$ cat config.mk
export PLATFORM = sky130hd
export DESIGN_NAME = reg_file
export DESIGN_NICKNAME = d
export VERILOG_FILES = /design/src/rv_pkg.sv /design/src/reg_file.sv
export VERILOG_INCLUDE_DIRS = /design/src /design/src/src
export SDC_FILE = /design/constraint.sdc
export NUM_CORES = 2
export LEC_CHECK = 0
export ABC_AREA = 1
export BUFFER_PORTS_ARGS = -buffer_cell sky130_fd_sc_hd__buf_2
export CAP_MARGIN = 20
export CELL_PAD_IN_SITES_DETAIL_PLACEMENT = 1
export CELL_PAD_IN_SITES_GLOBAL_PLACEMENT = 2
export CORE_MARGIN = 1.5
export CORE_UTILIZATION = 34
export CTS_BUF_LIST = sky130_fd_sc_hd__clkbuf_8
export DETAILED_ROUTE_END_ITERATION = 6
export PLACE_DENSITY = 0.79
export SYNTH_ARGS = -nofsm -noshare
export SYNTH_HDL_FRONTEND = slang
export SYNTH_SLANG_ARGS = --single-unit
$ cat constraint.sdc
create_clock -name clk -period 2.5 [get_ports clk]
set_input_delay 0.625 -clock clk [delete_from_list [all_inputs] [get_ports clk]]
set_output_delay 0.625 -clock clk [all_outputs]
set_load 0.005 [all_outputs]
$ cat src/rv_macros.svh
// RV32I datapath widths and depths

`ifndef RV_MACROS_SVH
`define RV_MACROS_SVH

// data path width
`define RV_XLEN 32

// register file
`define RV_NREGS 32
`define RV_REG_AW 5

// data memory, word organized
`define RV_DMEM_WORDS 128
`define RV_DMEM_AW 7

`endif

$ cat src/rv_pkg.sv
// RV32I datapath types

`include "rv_macros.svh"

package rv_pkg;

    // instruction class as issued by the control unit
    typedef enum logic [3:0] {
        IT_LOAD   = 4'd0,
        IT_IMM    = 4'd1,
        IT_STORE  = 4'd2,
        IT_REG    = 4'd3,
        IT_LUI    = 4'd4,
        IT_AUIPC  = 4'd5,
        IT_BRANCH = 4'd6,
        IT_JALR   = 4'd7,
        IT_JAL    = 4'd8
    } inst_type_e;

    // fun7 is only the sub/sra modifier bit
    typedef struct packed {
        logic       fun7;
        logic [2:0] fun3;
    } alu_fn_t;

    typedef enum logic [1:0] {
        SZ_BYTE = 2'd0,
        SZ_HALF = 2'd1,
        SZ_WORD = 2'd2
    } mem_size_e;

    // same bit positions as the load/store fun3
    typedef struct packed {
        logic      spare;
        logic      zero_ext;
        mem_size_e size;
    } mem_fn_t;

    typedef union packed {
        alu_fn_t alu;
        mem_fn_t mem;
    } fn_sel_u;

    typedef struct packed {
        logic [`RV_REG_AW-1:0] rs2;
        logic [`RV_REG_AW-1:0] rs1;
        logic [`RV_REG_AW-1:0] rd;
        fn_sel_u               fn;
        inst_type_e            itype;
    } cword_t;

    typedef struct packed {
        cword_t              cword;
        logic [`RV_XLEN-1:0] pc;
        logic [`RV_XLEN-1:0] imm;
    } issue_t;

    typedef struct packed {
        logic z;
        logic c;
        logic n;
        logic v;
    } flags_t;

    typedef struct packed {
        logic [`RV_REG_AW-1:0] rd;
        logic [`RV_XLEN-1:0]   data;
    } wb_t;

endpackage
$ cat src/reg_file.sv
// RV32I register file

`timescale 1ns/10ps

`include "rv_macros.svh"

module reg_file (
    input  logic                  clk,
    input  logic                  rst,
    input  logic [`RV_REG_AW-1:0] rd_addr0,
    input  logic [`RV_REG_AW-1:0] rd_addr1,
    input  logic                  we,
    input  rv_pkg::wb_t           wr,
    output logic [`RV_XLEN-1:0]   rd_dout0,
    output logic [`RV_XLEN-1:0]   rd_dout1
);

    logic [`RV_XLEN-1:0] regs [`RV_NREGS];

    // x0 is never written
    always_ff @(posedge clk or negedge rst) begin
        if (!rst) begin
            for (int i = 0; i < `RV_NREGS; i++) begin
                regs[i] <= '0;
            end
        end else if (we && (wr.rd != '0)) begin
            regs[wr.rd] <= wr.data;
        end
    end

    // asynchronous reads, x0 forced to zero
    assign rd_dout0 = (rd_addr0 == '0) ? '0 : regs[rd_addr0];
    assign rd_dout1 = (rd_addr1 == '0) ? '0 : regs[rd_addr1];

    // writeback target comes from the datapath stage 3 registers
    wr_addr_known: assert property (
        @(posedge clk) disable iff (!rst)
        we |-> !$isunknown(wr.rd)
    );

endmodule

* Yosys cells after proc, flatten, opt, wreduce, memory -nomap -nowiden
Index checks and enable logic that the tools add are counted.
** Storage, ports and cells
- Register bits :: 1024
- Bits of input ports :: 50
- Output and inout bits :: 64
- Word-level logic and storage cells :: 55
** Operators by class
- Magnitude comparators :: 4
- Muxes and demuxes :: 11
- Bitwise gates (word level) :: 3
- Reductions and logical operators :: 5
** Operators with widths (number)
- 1024-bit bitwise mux :: 1
- 32-bit binary-select mux with 5-bit select :: 2
- 32-bit two-way mux :: 7
- 32-bit demux with 5-bit select :: 1
- 6-bit greater-or-equal comparator (second input constant) :: 3
- 5-bit inverter with 6-bit output :: 3
- 5-bit zero test :: 2
- 6-bit by 1-bit < comparator with 1-bit output (second input constant) :: 1
- 5-bit nonzero test :: 1
- 1-bit logical AND :: 2

* Logic depth before layout (Yosys ltp)
- Depth in word-level cells :: 6
- Gate-level depth with buffers :: 13
- Gate-level depth less buffers :: 10

* Least setup slack after synthesis
OpenSTA, ideal clock, no wires.
- Path type :: input -> output
- Start point :: input rd_addr0[0]
- End point :: output rd_dout0[21]
- Data arrival time :: 1952 ps
- Data required time :: 1875 ps
- Slack :: -77 ps
- Stages on the path :: 13
- Buffers on the path :: 4
- Path through :: buf_2 > inv_1 > buf_2 > buf_2 > clkbuf_1 > nand2_1 > nand3_1 > nand3_1 > nand2_1 > nand2_1 > nand3_1 > nand2_1 > nor2_1
** On the way
- Longest elaborated chain between the ends :: 5
- Elaborated cells between the ends (all ways) :: 6
- Those cells by class :: 4 x mux; 1 x bitwise; 1 x reduce/logical
** Ends and longest elaborated chain
- start, declared :: line reg_file.sv:10 : input logic [`RV_REG_AW-1:0] rd_addr0,
- 5-bit inverter with 6-bit output (implied by the code) :: line reg_file.sv:32 : assign rd_dout0 = (rd_addr0 == '0) ? '0 : regs[rd_addr0];
- 32-bit binary-select mux with 5-bit select :: line reg_file.sv:32
- 32-bit two-way mux (implied by the code) (2 in a row) :: line reg_file.sv:32
- 32-bit two-way mux * :: line reg_file.sv:32
- end, declared :: line reg_file.sv:14 : output logic [`RV_XLEN-1:0] rd_dout0,
Every way passes the cells marked *; elsewhere a longest branch is shown, timed or not. The select of a mux whose other input is x is not followed.

* Final worst setup path
- Start point :: register regs[726] in the netlist's numbering
- End point :: output rd_dout1[22]
** On the way
- Longest elaborated chain between the ends :: 4
** Ends and longest elaborated chain
- start, declared :: line reg_file.sv:18 : logic [`RV_XLEN-1:0] regs [`RV_NREGS];
- start signal, assigned by index :: line reg_file.sv:27 : regs[wr.rd] <= wr.data;
- 32-bit binary-select mux with 5-bit select :: line reg_file.sv:33 : assign rd_dout1 = (rd_addr1 == '0) ? '0 : regs[rd_addr1];
- 32-bit two-way mux (implied by the code) (2 in a row) :: line reg_file.sv:33
- 32-bit two-way mux :: line reg_file.sv:33
- end, declared :: line reg_file.sv:15 : output logic [`RV_XLEN-1:0] rd_dout1
No other way between the ends. The select of a mux whose other input is x is not followed.

==> out/summary.txt <==
Outcome: finished, violations left
Violated checks: negative setup slack
Worst r2r dst: regs[657]
Number of nets with antenna violations after routing: 0
Mapped Cells: 8327
Placement Rows: 150
Depth of the worst register-to-register path: 17
Pin count of the biggest net entering global routing: 100
Worst-path clk slew: 0.06 ns
Largest registers: regs x1024
Highest fanout seen on the critical path: 2
Main flop type after synthesis: dfrtp_1
Final Hold Vio Count: 0
Kind of end point of the critical path: output port
Slowest cell on the critical path: dfrtp_1
Number of max-cap violations: 0
Routed Wire Length: 270700 µm
Proportion of layout cells with a drive suffix above 1: 19.05%
Arrival time of data at the critical path endpoint: 2.40 ns
Worst setup SP type: flop
Portion of the post-synthesis area used by sequential elements: 44.95%
Overall via count from detail_route: 61.38k
H-Tree Level Count: 4
Slowest stage delay, CP: 0.37 ns
DRT iter0 DRCs: 5522
Total of buffers placed on input and output ports: 113
First-pass GRT wire length: 403100 µm
Chip height: 412.5 µm
CP Launch Point: regs[726]
Category of the critical setup timing path: flop to output port
Launch point of the worst reg-to-reg path: regs[657]
Die area: 170100 µm²
Critical path cell sequence: inv_2 -> a21oi_2 -> o21ai_1 -> nand2_1 -> nor2_1 -> nor2_1 -> nor2_1 -> nor2_2 -> buf_6 -> buf_6
Slew HR: 38.64%
Number of buffers created by CTS: 191
Mean cell area of the mapped netlist: 6.846 µm²
Worst Hold Slack: 0.1368 ns
Count of flip-flops with a built-in enable after synthesis: 0
Most used cells in the layout excluding fill and tap cells: nand2_1, nand3_1, dfrtp_1, nor2_1, a21oi_1
Min setup slack post-route: -0.5294 ns
Seq cells post-synth: 1024
Global route overflow: 0
Final setup violation count: 64
Area of the placeable core: 166800 µm²
Final critical path time including I/O delays and setup: 3.029 ns
Synth unique cells: 29
Data required, critical path: 1.88 ns
Clock Skew: 0 ns
Initial antenna violation count: 13
Initial Util: 34.17%
Cell leakage power: 34.18 nW
Clk_lat worst skew: 0.99 ns
CTS max path bufs: 3
Root buf cell: clkbuf_8
Part of the cycle the worst path needs: 121.2%
Placed Area: 64990 µm²
Number of vias per cell after detailed routing: 5.592
Reg-to-reg setup timing slack: 0.06 ns
Register with the highest flop count: regs
Worst slew pin tran: 0.9148 ns
Detailed-routing iteration count for the pre-antenna-repair pass: 6
Final slew viol count: 0
Maximum clock frequency: 0.3301 GHz
# clock sinks: 1024
Total of warnings raised by yosys: 0
Worst path most repeated cell: nor2_1
Half-perimeter wire length after detailed placement: 168700 µm
Count of nets after finishing: 8668
Global placement routability congestion: 0.8688
Clock tree from TritonCTS: built
Hold-critical path endpoint: regs[431]
Post-Syn Area: 57000 µm²
Type of the worst min-delay path: input port to flop
Most common cell after layout, fill and taps aside: nand2_1
Area Growth Syn to Fin: 27.51%
Hold Crit Depth: 4
Post-route cell area: 72680 µm²
Post-layout util: 43.56%
Floorplan die width: 412.5 µm
DRC violation count after routing: 0
Count of pins on the block boundary: 114
Average routed wire per standard cell: 24.66 µm
Unrepaired setup endpoints after global routing: true
Setup WS pre-CTS: -0.5320 ns
Power Dens Cells: 740.5 nW/µm²
Combined global-route utilization of all metal layers: 31.28%
Mapped Nets: 8377
Via count of the first global-routing pass: 62.28k
Max FFs per register: 1024
Largest voltage drop on the vdd net: 0.0005257 V
Startpoint of the tightest hold check path: wr[15]
Ys async rst share: 100.0%
==> worst max path at each step <==
stage               depth (start not counted)      endpoint
floorplan                                  11  rd_dout1[23]
global placement                           13  rd_dout1[20]
detailed placement                         13  rd_dout1[20]
CTS                                        10  rd_dout1[22]
global route                               10  rd_dout1[22]
finish                                     10  rd_dout1[22]
==> cells by family after synthesis <==
family	count (synthesis)	share of synthesized area, %
AND/OR/NAND/NOR	5203	37.75
AO/OA/AOI/OAI	1232	10.99
flip-flops	1024	44.95
buffers and inverters	868	6.302
==> report_power, final <==
part           switching (mW)  leakage [nW]  internal (mW)
clock network            8.14          2.28           9.09
logic                    7.82          19.2           5.69
registers                2.98          12.7           20.1
total                    18.9          34.2           34.9
==> cells in the mapped netlist (3+ instances only) <==
master,number,area [µm²]
o21ai_1,26,130.1
nor3_1,5,25.02
buf_4,36,270.3
nor2_4,9,101.4
nand3_1,1371,6862
buf_2,135,675.7
inv_1,101,379.1
buf_1,76,285.3
nand2_4,3,33.78
o211ai_1,16,120.1
nand2_2,6,37.54
nor2_1,814,3055
a21oi_1,627,3138
nor2_8,5,100.1
o21ai_0,547,2738
inv_2,8,30.03
clkbuf_1,504,1892
dfrtp_1,1024,25620
buf_6,3,33.78
nand3_2,5,50.05
nand2_1,2979,11180
a21oi_2,16,140.1
==> cell type report <==
type	count	area (µm²)
clock inverters	99	603.1
well taps	2204	2758
diodes	5	12.51
clock buffers	243	3344
inverters	112	489.2
multi-input cells	6435	29890
fillers	20413	94160
repair buffers	854	9961
flip-flops and latches	1024	25620
==> critical path, delay by kind of cell (launching register included) <==
| family | cells | cell delay (ns) |
|---|---|---|
| AO/OA/AOI/OAI | 2 | 0.20 |
| buffers and inverters | 3 | 0.33 |
| flip-flops | 1 | 0.37 |
| AND/OR/NAND/NOR | 5 | 0.49 |
==> what timing repair did <==
item | in CTS | in global routing
hold buffers | 21 | 0
resized for setup | 380 | 327
gates cloned | 2 | 6
endpoints found under the setup margin | 64 | 65
endpoints found under the hold margin | 405 | 0
buffers inserted | 68 | 86
pin swaps | 358 | 336
==> metal layers <==
| layer | part of all wire [%] | wire length (µm) | vias to the layer above | global-route usage [%] |
|---|---|---|---|---|
| li1 | - | - | 27663 | - |
| met1 | 44 | 120200 | 31005 | 42.82 |
| met2 | 46 | 123900 | 2127 | 50.04 |
| met3 | 6.2 | 16900 | 577 | 4.574 |
| met4 | 3.6 | 9729 | 4 | 11.31 |
| met5 | 0.010 | 27 | - | 0 |
==> metrics by stage <==
stage	total power, mW	setup TNS (ns)	std cells
finish	53.82	-22.69	10976
global route	56.87	-29.45	10974
CTS	53.20	-27.26	10888
detailed placement	35.04	-25.16	10472
global placement	34.41	-24.76	10472
floorplan	29.97	-0.2482	8327
(Power assumes the default switching activity.)
