### src/rv_macros.svh
// RV32I datapath widths and depths

`ifndef RV_MACROS_SVH
`define RV_MACROS_SVH

// data path width
`define RV_XLEN 32

// register file
`define RV_NREGS 32
`define RV_REG_AW 5

// data memory, word organized
`define RV_DMEM_WORDS 128
`define RV_DMEM_AW 7

`endif

### src/rv_pkg.sv
// RV32I datapath types

`include "rv_macros.svh"

package rv_pkg;

    // instruction class as issued by the control unit
    typedef enum logic [3:0] {
        IT_LOAD   = 4'd0,
        IT_IMM    = 4'd1,
        IT_STORE  = 4'd2,
        IT_REG    = 4'd3,
        IT_LUI    = 4'd4,
        IT_AUIPC  = 4'd5,
        IT_BRANCH = 4'd6,
        IT_JALR   = 4'd7,
        IT_JAL    = 4'd8
    } inst_type_e;

    // fun7 is only the sub/sra modifier bit
    typedef struct packed {
        logic       fun7;
        logic [2:0] fun3;
    } alu_fn_t;

    typedef enum logic [1:0] {
        SZ_BYTE = 2'd0,
        SZ_HALF = 2'd1,
        SZ_WORD = 2'd2
    } mem_size_e;

    // same bit positions as the load/store fun3
    typedef struct packed {
        logic      spare;
        logic      zero_ext;
        mem_size_e size;
    } mem_fn_t;

    typedef union packed {
        alu_fn_t alu;
        mem_fn_t mem;
    } fn_sel_u;

    typedef struct packed {
        logic [`RV_REG_AW-1:0] rs2;
        logic [`RV_REG_AW-1:0] rs1;
        logic [`RV_REG_AW-1:0] rd;
        fn_sel_u               fn;
        inst_type_e            itype;
    } cword_t;

    typedef struct packed {
        cword_t              cword;
        logic [`RV_XLEN-1:0] pc;
        logic [`RV_XLEN-1:0] imm;
    } issue_t;

    typedef struct packed {
        logic z;
        logic c;
        logic n;
        logic v;
    } flags_t;

    typedef struct packed {
        logic [`RV_REG_AW-1:0] rd;
        logic [`RV_XLEN-1:0]   data;
    } wb_t;

endpackage
### src/data_mem.sv
// Byte-strobed data memory

`timescale 1ns/10ps

`include "rv_macros.svh"

module data_mem (
    input  logic                   clk,
    input  logic                   rst,
    input  logic                   we,
    input  logic [`RV_DMEM_AW-1:0] addr,
    input  logic [`RV_XLEN-1:0]    wdata,
    input  rv_pkg::mem_fn_t        fn,
    input  logic [1:0]             offset,
    output logic [`RV_XLEN-1:0]    rdata
);

    import rv_pkg::*;

    logic [`RV_XLEN-1:0] mem [`RV_DMEM_WORDS];
    logic [3:0]          mask;
    logic [`RV_XLEN-1:0] wdata_rep;
    logic [`RV_XLEN-1:0] rd_word;
    mem_fn_t             rd_fn;
    logic [1:0]          rd_off;
    logic [7:0]          rd_byte;
    logic [15:0]         rd_half;

    // byte lanes and replicated store data
    always_comb begin
        case (fn.size)
            SZ_BYTE: begin
                mask      = 4'b0001 << offset;
                wdata_rep = {4{wdata[7:0]}};
            end
            SZ_HALF: begin
                mask      = offset[1] ? 4'b1100 : 4'b0011;
                wdata_rep = {2{wdata[15:0]}};
            end
            default: begin
                mask      = 4'b1111;
                wdata_rep = wdata;
            end
        endcase
    end

    always_ff @(posedge clk) begin
        if (we) begin
            for (int i = 0; i < 4; i++) begin
                if (mask[i]) begin
                    mem[addr][8*i +: 8] <= wdata_rep[8*i +: 8];
                end
            end
        end
        rd_word <= mem[addr];
    end

    // access shape follows the word into the next cycle
    always_ff @(posedge clk or negedge rst) begin
        if (!rst) begin
            rd_fn  <= '0;
            rd_off <= '0;
        end else begin
            rd_fn  <= fn;
            rd_off <= offset;
        end
    end

    // load extraction
    assign rd_byte = rd_word[8*rd_off +: 8];
    assign rd_half = rd_off[1] ? rd_word[31:16] : rd_word[15:0];

    always_comb begin
        case (rd_fn.size)
            SZ_BYTE: rdata = {{(`RV_XLEN-8){~rd_fn.zero_ext & rd_byte[7]}}, rd_byte};
            SZ_HALF: rdata = {{(`RV_XLEN-16){~rd_fn.zero_ext & rd_half[15]}}, rd_half};
            default: rdata = rd_word;
        endcase
    end

    half_aligned: assert property (
        @(posedge clk) disable iff (!rst)
        (fn.size == SZ_HALF) |-> !offset[0]
    );

endmodule

### config.mk
export PLATFORM = sky130hd
export DESIGN_NAME = data_mem
export DESIGN_NICKNAME = d
export VERILOG_FILES = /design/src/rv_pkg.sv /design/src/data_mem.sv
export VERILOG_INCLUDE_DIRS = /design/src /design/src/src
export SDC_FILE = /design/constraint.sdc
export NUM_CORES = 2
export LEC_CHECK = 0
export BUFFER_PORTS_ARGS = -buffer_cell sky130_fd_sc_hd__buf_2
export CAP_MARGIN = 40
export CORE_MARGIN = 4
export CORE_UTILIZATION = 55
export CTS_CLUSTER_SIZE = 25
export DETAILED_ROUTE_END_ITERATION = 10
export PLACE_DENSITY_LB_ADDON = 0.1
export SLEW_MARGIN = 20
export SYNTH_ARGS = -nofsm -noshare
export SYNTH_HDL_FRONTEND = slang
export SYNTH_SLANG_ARGS = --single-unit
### constraint.sdc
create_clock -name clk -period 2.55 [get_ports clk]
set_input_delay 0.255 -clock clk [delete_from_list [all_inputs] [get_ports clk]]
set_output_delay 0.255 -clock clk [all_outputs]
set_load 0.01 [all_outputs]
=== Word level (Yosys, flattened, before mapping) ===
Memory sizes are Yosys's and may differ from the RTL's. A register that Yosys moved wholly into a read port is not among the register bits.
Index checks and enable logic that the tools add are counted.

* Input bits: 48
* Word-level logic and storage cells: 30
* Output and inout bits: 32
* Memory bits (writable): 4096
* Memories: 1
* Bits in registers: 5

{| class="wikitable"
|+ Memories
! memory !! depth !! bits a word !! rd ports !! clocked after memory_dff !! write ports !! line !! RTL
|-
| mem || 128 || 32 || 1 || 1 || 1 || data_mem.sv:20 || <nowiki>logic [`RV_XLEN-1:0] mem [`RV_DMEM_WORDS];</nowiki>
|}

* Bitwise logic cells: 3
* Eq/ne operators: 2
* Mux-type cells: 17
* Shift-type cells: 2
* Reductions and logical operators: 2

{| class="wikitable"
|+ Operators by type and width
! kind !! number
|-
| case mux 32 bit (2 select lines) || 2
|-
| variable part select 32 x 6 -> 8 bit || 1
|-
| 2-to-1 mux 16 bit || 1
|-
| 2-to-1 mux 1 bit || 12
|-
| case mux 4 bit (2 select lines) || 1
|-
| == test 2 x 1 -> 1 bit, second input constant || 2
|-
| zero test 2 bit || 2
|-
| 2-to-1 mux 4 bit || 1
|-
| << shifter 1 x 2 -> 4 bit, first input constant || 1
|-
| bitwise AND 1 bit || 2
|-
| NOT 1 bit || 1
|}

=== Logic depth before layout (Yosys ltp) ===
* Depth after elaboration: 5
* Mapped depth: 10
* Mapped depth without buffers: 4

=== Least setup slack after synthesis ===
Ideal clock, no wire load.

* Path type: in2reg
* From: in fn[0] (netlist name)
* To: mem mem[0][24] (netlist name), data pin
* Data required time: 1.353 ns
* Path slack: -4.440 ns
* Cell stages on the path: 3
* Arrival: 5.793 ns
* Path buffers: 1
* Setup time: 1.197 ns
* Path through: clkbuf_1 > mux2i_1 > o21ai_0

* Word-level cells in the longest chain between the ends: 2
* Elaborated cells between the ends (all ways): 3
* Those cells by class: eq/ne (1); mux (1); reduce/logical (1)

{| class="wikitable"
|+ Ends and longest elaborated chain
! item !! line !! RTL
|-
| start: declaration || data_mem.sv:13 || <nowiki>input rv_pkg::mem_fn_t fn,</nowiki>
|-
| == test 2 x 1 -> 1 bit or zero test 2 bit (tied branches) || data_mem.sv:31 || <nowiki>case (fn.size)</nowiki>
|-
| case mux 32 bit (2 select lines) (*) || data_mem.sv:31 ||
|-
| via wdata_rep[24] || data_mem.sv:22 || <nowiki>logic [`RV_XLEN-1:0] wdata_rep;</nowiki>
|-
| end: declaration || data_mem.sv:20 ||
|}

Mark *: on every way through the listed nets, which the timed path passes. The rest lies on a longest branch.

=== Worst setup path in the final report ===
* From: reg rd_word[7] (read register of mem)
* To: out rdata[14]

* Word-level cells in the longest chain between the ends: 3

{| class="wikitable"
|+ Ends and longest elaborated chain
! item !! line !! RTL
|-
| start: declaration || data_mem.sv:23 || <nowiki>logic [`RV_XLEN-1:0] rd_word;</nowiki>
|-
| variable part select 32 x 6 -> 8 bit || data_mem.sv:70 || <nowiki>assign rd_byte = rd_word[8*rd_off +: 8];</nowiki>
|-
| bitwise AND 1 bit || data_mem.sv:75 || <nowiki>SZ_BYTE: rdata = {{(`RV_XLEN-8){~rd_fn.zero_ext & rd_byte[7]}}, rd_byte};</nowiki>
|-
| case mux 32 bit (2 select lines) || data_mem.sv:74 || <nowiki>case (rd_fn.size)</nowiki>
|-
| end: declaration || data_mem.sv:15 || <nowiki>output logic [`RV_XLEN-1:0] rdata</nowiki>
|}

No other way between the ends.

==> impl_metrics.py <==
metrics = {
    "finish": {
        "nets": 8122,
        "final_cell_area_sq_um": 190100,
        "drive_gt1_share_pct": 39.49,
        "finalNonFillerCells": 12220,
        "syn2layout_area_growth_pct": 19.20,
    },
    "drt": {
        "antenna_left": 0,
        "drt_wl_total_um": 437800,
        "drt_pass1_iterations": 6,
        "drt_iter0_markers": 10700,
        "avgRoutedWirePerCell_um": 35.82,
        "vias": 78390,
        "drc": 0,
        "viasPerCell": 6.414,
    },
    "placed_design": {
        "gp_congestion": 0.8961,
        "hpwl_um": 302400,
        "io_buffers": 78,
        "dp.cells": 11390,
        "placedInstanceArea_sq_um": 176300,
        "dp_slack_ns": -0.9061,
    },
    "sta": {
        "final.setup_skew_ns": 0.04673,
        "finalHoldViolCount": 0,
        "fmax_mhz": 323.8,
        "period_minus_slack_ns": 3.088,
        "min_period_over_period_pct": 121.1,
        "tightestPinTransition_ns": 1.037,
        "fin_ws_ns": -0.5382,
        "setup_viol": 33,
        "timing.hold.ws_ns": 0.05271,
        "drv_slew": 0,
        "maxSlewHeadroom_pct": 30.90,
        "rsz0062_at_grt": "true",
    },
    "logic_synthesis": {
        "synth-edff-count": 4096,
        "seq_area_frac_synth_pct": 77.61,
        "ys_types": 28,
        "synth.most_common_cell": "edfxtp_1",
        "ys_warn_count": 0,
        "synth_common_cells": "edfxtp_1 (4096), mux4_2 (1345), nor2_1 (535)",
        "syn_nets": 6753,
        "syn_area_sq_um": 159500,
        "async_flop_share_pct": 0.1210,
        "yosysTopAreaCellShare_pct": 77.13,
        "yosysTopAreaCell": "edfxtp_1",
        "postSynthAreaPerCell_sq_um": 23.78,
        "ys_ff_latch": 4133,
        "synth_top_flop_cell": "edfxtp_1",
        "synth.area.top_cells": "edfxtp_1 (77%), mux4_2 (19%), nor2_1 (1.3%)",
        "postSynthCellCount": 6705,
    },
    "global_routing": {
        "grt_pass1_wl_um": 617500,
        "grt_pass1_vias": 78880,
        "overflow": 0,
        "grt_start_max_net_pins": 129,
        "grt_use_total_pct": 29.52,
        "antenna_found_initial": 37,
    },
    "floorplan": {
        "rows": 197,
        "ios": 80,
        "fp.dieArea_sq_um": 298600,
        "start_util_pct": 55.30,
        "die_h_um": 546.5,
        "core-area_sq_um": 288400,
        "fp.dieW_um": 546.5,
    },
    "critical_path": {
        "startpoint_type": "flip-flop",
        "critPathMaxStageDelay_ns": 0.46,
        "critical_path_class": "reg -> out",
        "crit_slowest_cell": "mux4_2",
        "crit_required_ns": 2.30,
        "crit_path_start": "rd_word[7]$_DFF_P_",
        "cp.arrival_ns": 2.83,
        "crit_path_max_fanout": 9,
        "r2r_slack_ns": -0.01,
        "cp-end-kind": "output port",
        "worstPathCellList": "mux4_2 > and3b_1 > buf_4 > a211o_1 > buf_12 > buf_2",
        "rr_startpoint": "mem[5][8]$_DFFE_PP_",
    },
    "status": {
        "violations": "negative setup slack",
        "status": "complete, but fails checks",
    },
    "min_path": {
        "min_path_type": "in -> reg",
        "min-delay-start": "addr[6]",
    },
    "clock_tree": {
        "clock_latency_ns": 0.95,
        "clockBufferDepth": 4,
        "cts_buffers": 408,
        "cts_htree_levels": 5,
        "clock_tree.root_cell": "clkbuf_16",
        "clock-sinks": 4133,
        "clk_transition_reported_paths_ns": 0.06,
        "cts_tree": "built",
    },
    "flow_run": {
        "drv_cap": 0,
    },
    "power_and_ir_drop": {
        "power_density_nw_per_um2": 757.7,
        "p_leak_nw": 61.51,
        "ir_drop_v": 0.0007936,
    },
}
==> path summary, 6_finish.rpt <==
kind                                        to  depth (start not counted)
min in group asynchronous  rd_off[0]$_DFF_PN0_                          3
max                                  rdata[14]                          6
max reg2reg                 rd_word[8]$_DFF_P_                          4
min                        rd_word[22]$_DFF_P_                          3
min reg2reg                 rd_word[6]$_DFF_P_                          4
max in group asynchronous   rd_fn[0]$_DFF_PN0_                          3
==> flip-flops by register name (all words and copies together), names as in the netlist <==
name,flops
rd_fn,3
rd_word,32
mem,4096
rd_off,2
==> critical path: cells and delay by family, from the launching register on <==
kind                   cells  cell delay [ns]
AO/OA/AOI/OAI              1             0.27
buffers and inverters      3             0.49
multiplexers               1             0.46
AND/OR/NAND/NOR            1             0.20
flip-flops                 1             0.41
==> placed cells by master, fill, tap and decap left out, types with 12 or more instances in the layout <==
master / netlist / final
clkinv_2: 0 / 70
mux2_2: 59 / 42
clkinv_1: 0 / 81
clkinvlp_4: 0 / 12
edfxtp_1: 4096 / 4096
buf_12: 0 / 306
buf_4: 0 / 934
mux4_2: 1345 / 1345
a21o_1: 17 / 17
clkbuf_16: 0 / 413
dlygate4sd3_1: 0 / 29
diode_2: 0 / 26
o21ai_4: 0 / 12
buf_6: 1 / 14
bufinv_16: 0 / 37
clkbuf_1: 262 / 107
nor2_1: 535 / 529
mux2_4: 0 / 17
nand2_1: 153 / 153
buf_2: 91 / 59
dfxtp_1: 32 / 23
==> logic make-up after synthesis <==
logic type	after synthesis	synth area share [%]
flops	4133	77.61
mux	1412	19.46
simple gates	708	1.696
buf+inv	391	0.9964
compound gates	61	0.2393
==> through the flow <==
stage | TNS, ns | total power [mW] | util (%)
finish | -11.98 | 144.0 | 65.92
global placement | -244.35 | 86.05 | 60.99
detailed placement | -221.20 | 86.24 | 61.13
CTS | -12.65 | 144.8 | 65.81
floorplan | -1011.65 | 81.56 | -
global route | -14.58 | 148.2 | 65.91
==> power by group <==
| group | internal, mW | switching (mW) | total [mW] |
|---|---|---|---|
| combinational | 3.77 | 5.21 | 8.98 |
| sequential | 75.4 | 0.493 | 75.9 |
| clock | 33.8 | 25.3 | 59.1 |
==> layout make-up <==
cell class                 count  area [sq um]
fill                       18440         98290
timing repair buffer        1347         13980
antenna                       26         65.06
multi-input combinational   2181         34390
sequential                  4133        123800
clock inverter               222          2292
clock buffer                 528         10850
inverter                       3         11.26
tap                         3781          4731
==> metal layers <==
layer	part of all wire, %	vias up	GRT usage [%]
met4	4.9	10	11.52
met1	38	42440	42.52
met5	0.016	-	0
met3	9.4	676	5.471
li1	-	31380	-
met2	48	3893	45.75
==> timing repair <==
item	CTS	global route
hold buffers	29	0
resized for setup	31	14
endpoints found under the setup margin	32	33
setup buffers	0	7
endpoints found under the hold margin	298	0
pin swaps	1	13
(Power assumes the default switching activity.)
