### src/rv_macros.svh
// RV32I datapath widths and depths

`ifndef RV_MACROS_SVH
`define RV_MACROS_SVH

// data path width
`define RV_XLEN 32

// register file
`define RV_NREGS 32
`define RV_REG_AW 5

// data memory, word organized
`define RV_DMEM_WORDS 128
`define RV_DMEM_AW 7

`endif

### src/rv_pkg.sv
// RV32I datapath types

`include "rv_macros.svh"

package rv_pkg;

    // instruction class as issued by the control unit
    typedef enum logic [3:0] {
        IT_LOAD   = 4'd0,
        IT_IMM    = 4'd1,
        IT_STORE  = 4'd2,
        IT_REG    = 4'd3,
        IT_LUI    = 4'd4,
        IT_AUIPC  = 4'd5,
        IT_BRANCH = 4'd6,
        IT_JALR   = 4'd7,
        IT_JAL    = 4'd8
    } inst_type_e;

    // fun7 is only the sub/sra modifier bit
    typedef struct packed {
        logic       fun7;
        logic [2:0] fun3;
    } alu_fn_t;

    typedef enum logic [1:0] {
        SZ_BYTE = 2'd0,
        SZ_HALF = 2'd1,
        SZ_WORD = 2'd2
    } mem_size_e;

    // same bit positions as the load/store fun3
    typedef struct packed {
        logic      spare;
        logic      zero_ext;
        mem_size_e size;
    } mem_fn_t;

    typedef union packed {
        alu_fn_t alu;
        mem_fn_t mem;
    } fn_sel_u;

    typedef struct packed {
        logic [`RV_REG_AW-1:0] rs2;
        logic [`RV_REG_AW-1:0] rs1;
        logic [`RV_REG_AW-1:0] rd;
        fn_sel_u               fn;
        inst_type_e            itype;
    } cword_t;

    typedef struct packed {
        cword_t              cword;
        logic [`RV_XLEN-1:0] pc;
        logic [`RV_XLEN-1:0] imm;
    } issue_t;

    typedef struct packed {
        logic z;
        logic c;
        logic n;
        logic v;
    } flags_t;

    typedef struct packed {
        logic [`RV_REG_AW-1:0] rd;
        logic [`RV_XLEN-1:0]   data;
    } wb_t;

endpackage
### src/function_unit.sv
// RV32I arithmetic and logic unit

`timescale 1ns/10ps

`include "rv_macros.svh"

module function_unit (
    input  logic [`RV_XLEN-1:0] a,
    input  logic [`RV_XLEN-1:0] b,
    input  rv_pkg::alu_fn_t     fn,
    output logic [`RV_XLEN-1:0] s,
    output rv_pkg::flags_t      flags
);

    logic                use_sub;
    logic [`RV_XLEN-1:0] b_eff;
    logic [`RV_XLEN:0]   sum;
    logic                lt_signed;

    // compares always subtract so the flags are meaningful
    assign use_sub = fn.fun7 || (fn.fun3 == 3'b010) || (fn.fun3 == 3'b011);
    assign b_eff   = use_sub ? ~b : b;
    assign sum     = {1'b0, a} + {1'b0, b_eff} + {{`RV_XLEN{1'b0}}, use_sub};

    // carry set means no borrow on subtraction
    assign flags.z = (sum[`RV_XLEN-1:0] == '0);
    assign flags.c = sum[`RV_XLEN];
    assign flags.n = sum[`RV_XLEN-1];
    assign flags.v = (a[`RV_XLEN-1] == b_eff[`RV_XLEN-1]) &&
                     (sum[`RV_XLEN-1] != a[`RV_XLEN-1]);

    assign lt_signed = flags.n ^ flags.v;

    always_comb begin
        case (fn.fun3)
            // add / sub
            3'b000: s = sum[`RV_XLEN-1:0];
            3'b001: s = a << b[4:0];
            // slt
            3'b010: s = {{(`RV_XLEN-1){1'b0}}, lt_signed};
            // sltu, borrow out
            3'b011: s = {{(`RV_XLEN-1){1'b0}}, ~sum[`RV_XLEN]};
            3'b100: s = a ^ b;
            3'b101: begin
                if (fn.fun7) begin
                    s = $unsigned($signed(a) >>> b[4:0]);
                end else begin
                    s = a >> b[4:0];
                end
            end
            3'b110: s = a | b;
            default: s = a & b;
        endcase
    end

endmodule

### config.mk
export PLATFORM = sky130hd
export DESIGN_NAME = function_unit
export DESIGN_NICKNAME = d
export VERILOG_FILES = /design/src/rv_pkg.sv /design/src/function_unit.sv
export VERILOG_INCLUDE_DIRS = /design/src /design/src/src
export SDC_FILE = /design/constraint.sdc
export NUM_CORES = 1
export LEC_CHECK = 0
export BUFFER_PORTS_ARGS = -buffer_cell sky130_fd_sc_hd__buf_2
export CAP_MARGIN = 20
export CORE_MARGIN = 1
export CORE_UTILIZATION = 55
export DETAILED_ROUTE_END_ITERATION = 12
export PLACE_DENSITY = 0.77
export SLEW_MARGIN = 10
export SYNTH_ARGS = -nofsm -noshare
export SYNTH_HDL_FRONTEND = slang
export SYNTH_SLANG_ARGS = --single-unit
### constraint.sdc
create_clock -name vclk -period 7.1
set_input_delay 0.71 -clock vclk [all_inputs]
set_output_delay 0.71 -clock vclk [all_outputs]
set_load 0.03 [all_outputs]
# Yosys cells after proc, flatten, opt, wreduce, memory -nomap -nowiden
# Cells that the tools add are included.
totals:
  output_inout_bits: 36
  word_cells: 27
  ff_bits: 0
op_classes:
  bitwise: 6
  n_eq_ne: 8
  n_reduce_logical: 5
  shifts: 3
  mux: 3
  addsub: 2
op_table:
  columns: ["cell", "n"]
  rows:
  - ["one-hot mux 32 bit (7 select lines)", 1]
  - ["two-way mux 32 bit", 2]
  - ["adder 32 x 32 -> 33 bit", 1]
  - ["adder 33 x 1 -> 33 bit", 1]
  - ["bitwise AND 32 bit", 1]
  - ["zero test 32 bit", 1]
  - ["NOT 32 bit", 1]
  - ["bitwise OR 32 bit", 1]
  - ["left shift 32 x 5 -> 32 bit", 1]
  - [">> shifter 32 x 5 -> 32 bit", 1]
  - [">>> shifter 32 x 5 -> 32 bit", 1]
  - ["bitwise XOR 32 bit", 1]
  - ["equality test 3 bit (second input constant)", 3]
  - ["equality test 3 x 2 -> 1 bit (second input constant)", 2]
  - ["equality test 3 x 1 -> 1 bit (second input constant)", 1]
  - ["zero test 3 bit", 1]
  - ["logical OR 1 bit", 2]
  - ["equality test 1 bit", 1]
  - ["logical AND 1 bit", 1]
  - ["inequality test 1 bit", 1]
  - ["NOT 1 bit", 1]
  - ["bitwise XOR 1 bit", 1]

# Longest topological paths before layout
# Gate-level depths: netlist of the first run.
depth:
  word_depth: 10
  ltp_mapped: 17
  mapped_depth_nobuf: 15

# Worst setup path before layout of the first run
# Ideal clock, no wire load.
synth_timing:
  path_type: "input to output"
  from: "input port fn[3] (netlist bit)"
  to: "output port flags[3] (netlist bit)"
  t_required_ps: 6390
  arrival_ps: 5314
  path_slack_ps: 1076
  path_stages: 16
  path_cell_list: "clkbuf_1 clkbuf_1 nor2_1 buf_1 xnor2_1 ha_1 clkbuf_1 nand4_1 or2_2 nor4b_1 o211ai_1 a31oi_1 nor2_1 xnor2_1 or4_1 nor4b_2"
synth_rtl:
  columns: ["element", "line_no", "text"]
  rows:
  - ["start, declared", "function_unit.sv:10", "input rv_pkg::alu_fn_t fn,"]
  - ["end, declared", "function_unit.sv:12", "output rv_pkg::flags_t flags"]

==> metrics.md, run 1 <==
| Metric | Value |
|---|---|
| Clock buf count | `0` |
| Post-Syn Nets | `1311` |
| Die width | `119 µm` |
| Synthesized cell area | `7500 µm²` |
| Crit path launch | `fn[3]` |
| Post-cts sizing count | `0` |
| Outcome | `completed` |
| VDD IR max | `66.7 µV` |
| Number of global-route vias before repair | `8386` |
| Startpoint types | `input port` |
| Worst-path fanout max | `19` |
| Final period util | `85.6%` |
| Min Tclk post-route | `6.08 ns` |
| Setup Buffers After CTS | `0` |
| Relative slew margins | `27.1%` |
| Hold wc startpoint | `b[16]` |
| Crit Path Class | `input port to output pin` |
| Largest net degree at the start of global routing | `76` |
| Pwr Density | `109 nW/µm²` |
| Iter 0 DRT Violations | `1517` |
| I/O pin count | `104` |
| Placer congestion estimate | `1.12` |
| Fmax | `165 MHz` |
| Hold endpoint | `s[16]` |
| Count of pins over their slew limit | `0` |
| Final core occ | `60.7%` |
| Worst hold path type | `input port to output pin` |
| Max-cap violations | `0` |
| Endpoint class of the critical path | `output pin` |
| Worst Tran Pin Value | `1.08 ns` |
| Post-DR vias/cell | `6.83` |
| Sequential share of the synthesized area | `0%` |
| Fin area | `8070 µm²` |
| Total core area | `13300 µm²` |
| Via count | `9267` |
| Syn. warnings | `0` |
| Syn_area_per_cell | `6.55 µm²` |
| P&R area growth vs syn | `7.50%` |
| Setup TNS | `0 ns` |
| Routed WL | `31500 µm` |
| Placed Area | `8060 µm²` |
| Hold_buf cts | `0` |
| Endpoints failing hold | `0` |
| Initial antenna violation count | `0` |
| Routed wire length per instance | `23.2 µm` |
| Final ANT Viol Nets | `0` |
| Nets | `1348` |
| Initial Util | `56.4%` |
| DPL Wire Length | `24600 µm` |
| Ant. Diodes | `0` |
| Arr. time, crit path | `5.37 ns` |
| Gr usage total | `43.4%` |
| Global-route wire length before repair | `47800 µm` |
| Layout cells sized above 1 | `13.5%` |
| Die H | `119 µm` |
| PnR Total Power | `877 µW` |
| Leak Pwr | `3.70 nW` |
| Final Setup Violations | `0` |
| Yosys cell types | `71` |
| RSZ-0062 raised after global routing | `false` |
| WP data required | `6.39 ns` |
| Number of remaining DRC errors | `0` |
| Die area | `14100 µm²` |
| Register Area | `0 µm²` |
| Grt ovf | `0` |
| Syn Inst Count | `1146` |
| Site row count | `42` |
| IO buf count | `104` |
| Worst Hold Depth | `4` |
| Pre-antenna DRT Iters | `6` |
| Seq Cell Count | `0` |
[how the worst max path moves through the flow]
stage,cells after the start,slack (ns),endpoint
5_1_grt,16,0.74,flags[3]
6_report,15,1.02,flags[3]
4_1_cts,15,1.16,flags[3]
3_5_place_dp,15,1.16,flags[3]
2_1_floorplan,16,1.08,flags[3]
3_3_place_gp,15,1.24,flags[3]
[cells in the final DEF, fill, tap and decap left out, drive strengths merged, types with 6 or more instances in the layout]
cell and count:
nor2 144, a21oi 122, buf 121, nand2 104
o21ai 102, ha 96, inv 75, mux2i 67
xnor2 46, o211ai 29, nor3 28, mux4 19
nand2b 17, a211oi 14, nand3 13, a31oi 12
a221oi 11, nor2b 10, a21o 9, a22o 9
xor2 9, o311ai 9, o21a 8, or3 7
a22oi 7, a222oi 6
[synth_stat cells (all sizes together) (6+ instances only)]
cell	count	area (µm²)
a31oi	12	75.1
o21ai	102	510
a222oi	6	60.1
ha	96	1200
mux2i	67	671
or3	7	43.8
buf	27	104
a22o	9	78.8
mux4	19	428
o211ai	29	218
o311ai	9	93.8
a221oi	11	96.3
xor2	9	78.8
xnor2	46	403
inv	75	282
nor3	28	140
a21oi	122	618
a211oi	14	105
nor2b	10	70.1
a22oi	7	52.6
o21a	8	60.1
nand2b	17	106
nand2	104	390
a21o	9	67.6
nand3	13	65.1
clkbuf	59	221
nor2	144	541
[routing by layer]
layer / vias to the layer above / GRT usage [%] / share of wire, %
met4: 0 / 11.7 / 3.4
met1: 4291 / 62.4 / 42
met5: - / 0 / 0
li1: 4246 / - / -
met2: 631 / 65.1 / 41
met3: 99 / 8.59 / 13
[final cells by class]
class                      instances  area (µm²)
fill                            1326        5230
multi-input combinational        985        6910
inverter                          75         282
timing repair buffer             121         651
tap                              176         220
[critical path, stage by stage]
cell and delay, ns:
buf_2 0.24, nor2_4 0.64, xnor2_1 0.21, ha_1 0.31
o21a_1 0.23, o211ai_1 0.14, a311o_1 0.42, nor4b_1 0.62
o211ai_1 0.19, a31oi_1 0.31, nor2_1 0.13, xnor2_1 0.18
or4_1 0.54, nor4b_2 0.25, buf_2 0.23
[report_power, final]
part / total [mW] / internal, mW / switching [mW] / leakage, nW
Combinational: 0.877 / 0.303 / 0.574 / 3.70
Sequential: 0 / 0 / 0 / 0
Clock: 0 / 0 / 0 / 0
[cell families after synthesis]
family	after synthesis	share of synthesized area, %
compound gates	391	33.2
mux	87	14.8
xor+xnor	55	6.42
simple gates	355	21.2
buf+inv	161	8.09
fa+ha+maj	97	16.3
[through the flow]
stage / hold slack, ns / std cells / worst slack [ns]
floorplan: 1.74 / 1146 / 1.08
global placement: 1.96 / 1356 / 1.24
detailed placement: 1.97 / 1356 / 1.16
CTS: 1.97 / 1356 / 1.16
global route: 2.00 / 1357 / 0.738
finish: 1.97 / 1357 / 1.02
Note: power is estimated with default switching activity, not from simulation.
==> run 2, diff against run 1 <==
- CORE_UTILIZATION: 55 -> 40
- PLACE_DENSITY: 0.77 -> default
==> metrics.md, run 2 (synthesis gave the netlist of run 1 again) <==
| Metric | Value |
|---|---|
| IO buf count | `104` |
| WP data required | `6.39 ns` |
| PnR Total Power | `875 µW` |
| Sequential share of power | `0%` |
| Fmax | `167 MHz` |
| Setup TNS | `0 ns` |
| Initial Util | `41.3%` |
| Register Area | `0 µm²` |
| DPL Wire Length | `25800 µm` |
| Grt ovf | `0` |
| Placer congestion estimate | `1.00` |
| Endpoint class of the critical path | `output pin` |
| Startpoint types | `input port` |
| Number of remaining DRC errors | `0` |
| Power Internal | `303 µW` |
| Die H | `139 µm` |
| Hold_buf cts | `0` |
| Post-DR vias/cell | `6.46` |
| Setup Buffers After CTS | `0` |
| Iter 0 DRT Violations | `1021` |
| Worst Tran Pin Value | `1.08 ns` |
| Setup WS pre-CTS | `1.16 ns` |
| Endpoints failing hold | `0` |
| Pre-antenna DRT Iters | `9` |
| Final period util | `84.5%` |
| Crit Path Class | `input port to output pin` |
| RSZ-0062 raised after global routing | `false` |
| Clock buf count | `0` |
| Global-route wire length before repair | `50000 µm` |
| Final Setup Violations | `0` |
| Arr. time, crit path | `5.29 ns` |
| Max-cap violations | `0` |
| Outcome | `completed` |
| Site row count | `49` |
| VDD IR max | `58.3 µV` |
| Relative slew margins | `26.8%` |
| Count of pins over their slew limit | `0` |
| Routed wire length per instance | `23.3 µm` |
| P&R area growth vs syn | `8.49%` |
| Largest net degree at the start of global routing | `78` |
| Final ANT Viol Nets | `0` |
| Gr usage total | `33.3%` |
| Layout cells sized above 1 | `13.6%` |
| Die width | `139 µm` |
| Leak Pwr | `3.71 nW` |
| Initial antenna violation count | `1` |
| I/O pin count | `104` |
| Combinational cell fraction of total power | `100.0%` |
| Worst hold path type | `input port to output pin` |
| Number of global-route vias before repair | `8313` |
| Worst-path fanout max | `19` |
| Switching part of the total power | `65.4%` |
| Post-route setup slack | `1.10 ns` |
| Clock Power Share | `0%` |
| Routed WL | `32900 µm` |
| Die area | `19300 µm²` |
| Via count | `9118` |
| Total core area | `18100 µm²` |
| Post-cts sizing count | `0` |
| Seq Cell Count | `0` |
| Nets | `1349` |
| Min Tclk post-route | `6.00 ns` |
| Most common cell after layout, fill and taps aside | `nor2_1` |
| Most frequent cells in the layout | `nor2_1, a21oi_1, nand2_1` |
| Net Switching | `572 µW` |
| Ant. Diodes | `0` |
| Pwr Density | `108 nW/µm²` |
| Fill cell total of the finished layout | `1970` |
-- run 2: cell types whose count changed in the layout (fill, tap and decap cells not counted) --
cell / change
buf_4: +1
-- run 2: metrics by stage --
step	hold slack [ns]	std cells	instance area [µm²]	utilization, %
floorplan	1.74	1146	7500	-
global placement	1.97	1411	8140	44.9
detailed placement	1.98	1411	8140	44.9
CTS	1.98	1411	8140	44.9
global route	2.02	1411	8140	44.9
finish	1.98	1411	8140	44.9
-- run 2: cell type report --
class | instances | area (µm²) | share of cell area (%)
multi-input cells | 985 | 6910 | 84.9
repair buffers | 122 | 658 | 8.08
well taps | 229 | 287 | 3.52
inverters | 75 | 282 | 3.46
-- run 2: worst paths after layout --
kind / start / end / slack [ns] / cells past startpoint
hold / removal: b[27] / s[27] / 1.98 / 5
setup / recovery: fn[3] / flags[3] / 1.10 / 15
-- run 2: worst max-delay path, cell delays in order --
cell and delay [ns]:
buf_2 0.24, nor2_4 0.65, xnor2_1 0.13, ha_1 0.37, a21oi_1 0.28, o21ai_0 0.28, a221oi_1 0.60, nand2_1 0.15
a21oi_2 0.20, o21ai_0 0.12, xor2_1 0.16, or4_1 0.43, or4_1 0.44, nor4b_2 0.27, buf_2 0.24
-- run 2: metal layers --
layer	vias to the layer above	part of all wire (%)	GRT usage, %
li1	4254	-	-
met1	4262	44	48.5
met2	543	43	51.0
met3	57	10	4.28
met4	2	2.8	8.54
met5	-	0.027	0
-- run 2: power by group through the flow --
stage	registers, mW	logic [mW]	clock network [mW]
2_1_floorplan	0	0.597	0
6_report	0	0.875	0
4_1_cts	0	0.855	0
3_3_place_gp	0	0.850	0
3_5_place_dp	0	0.852	0
5_1_grt	0	0.946	0
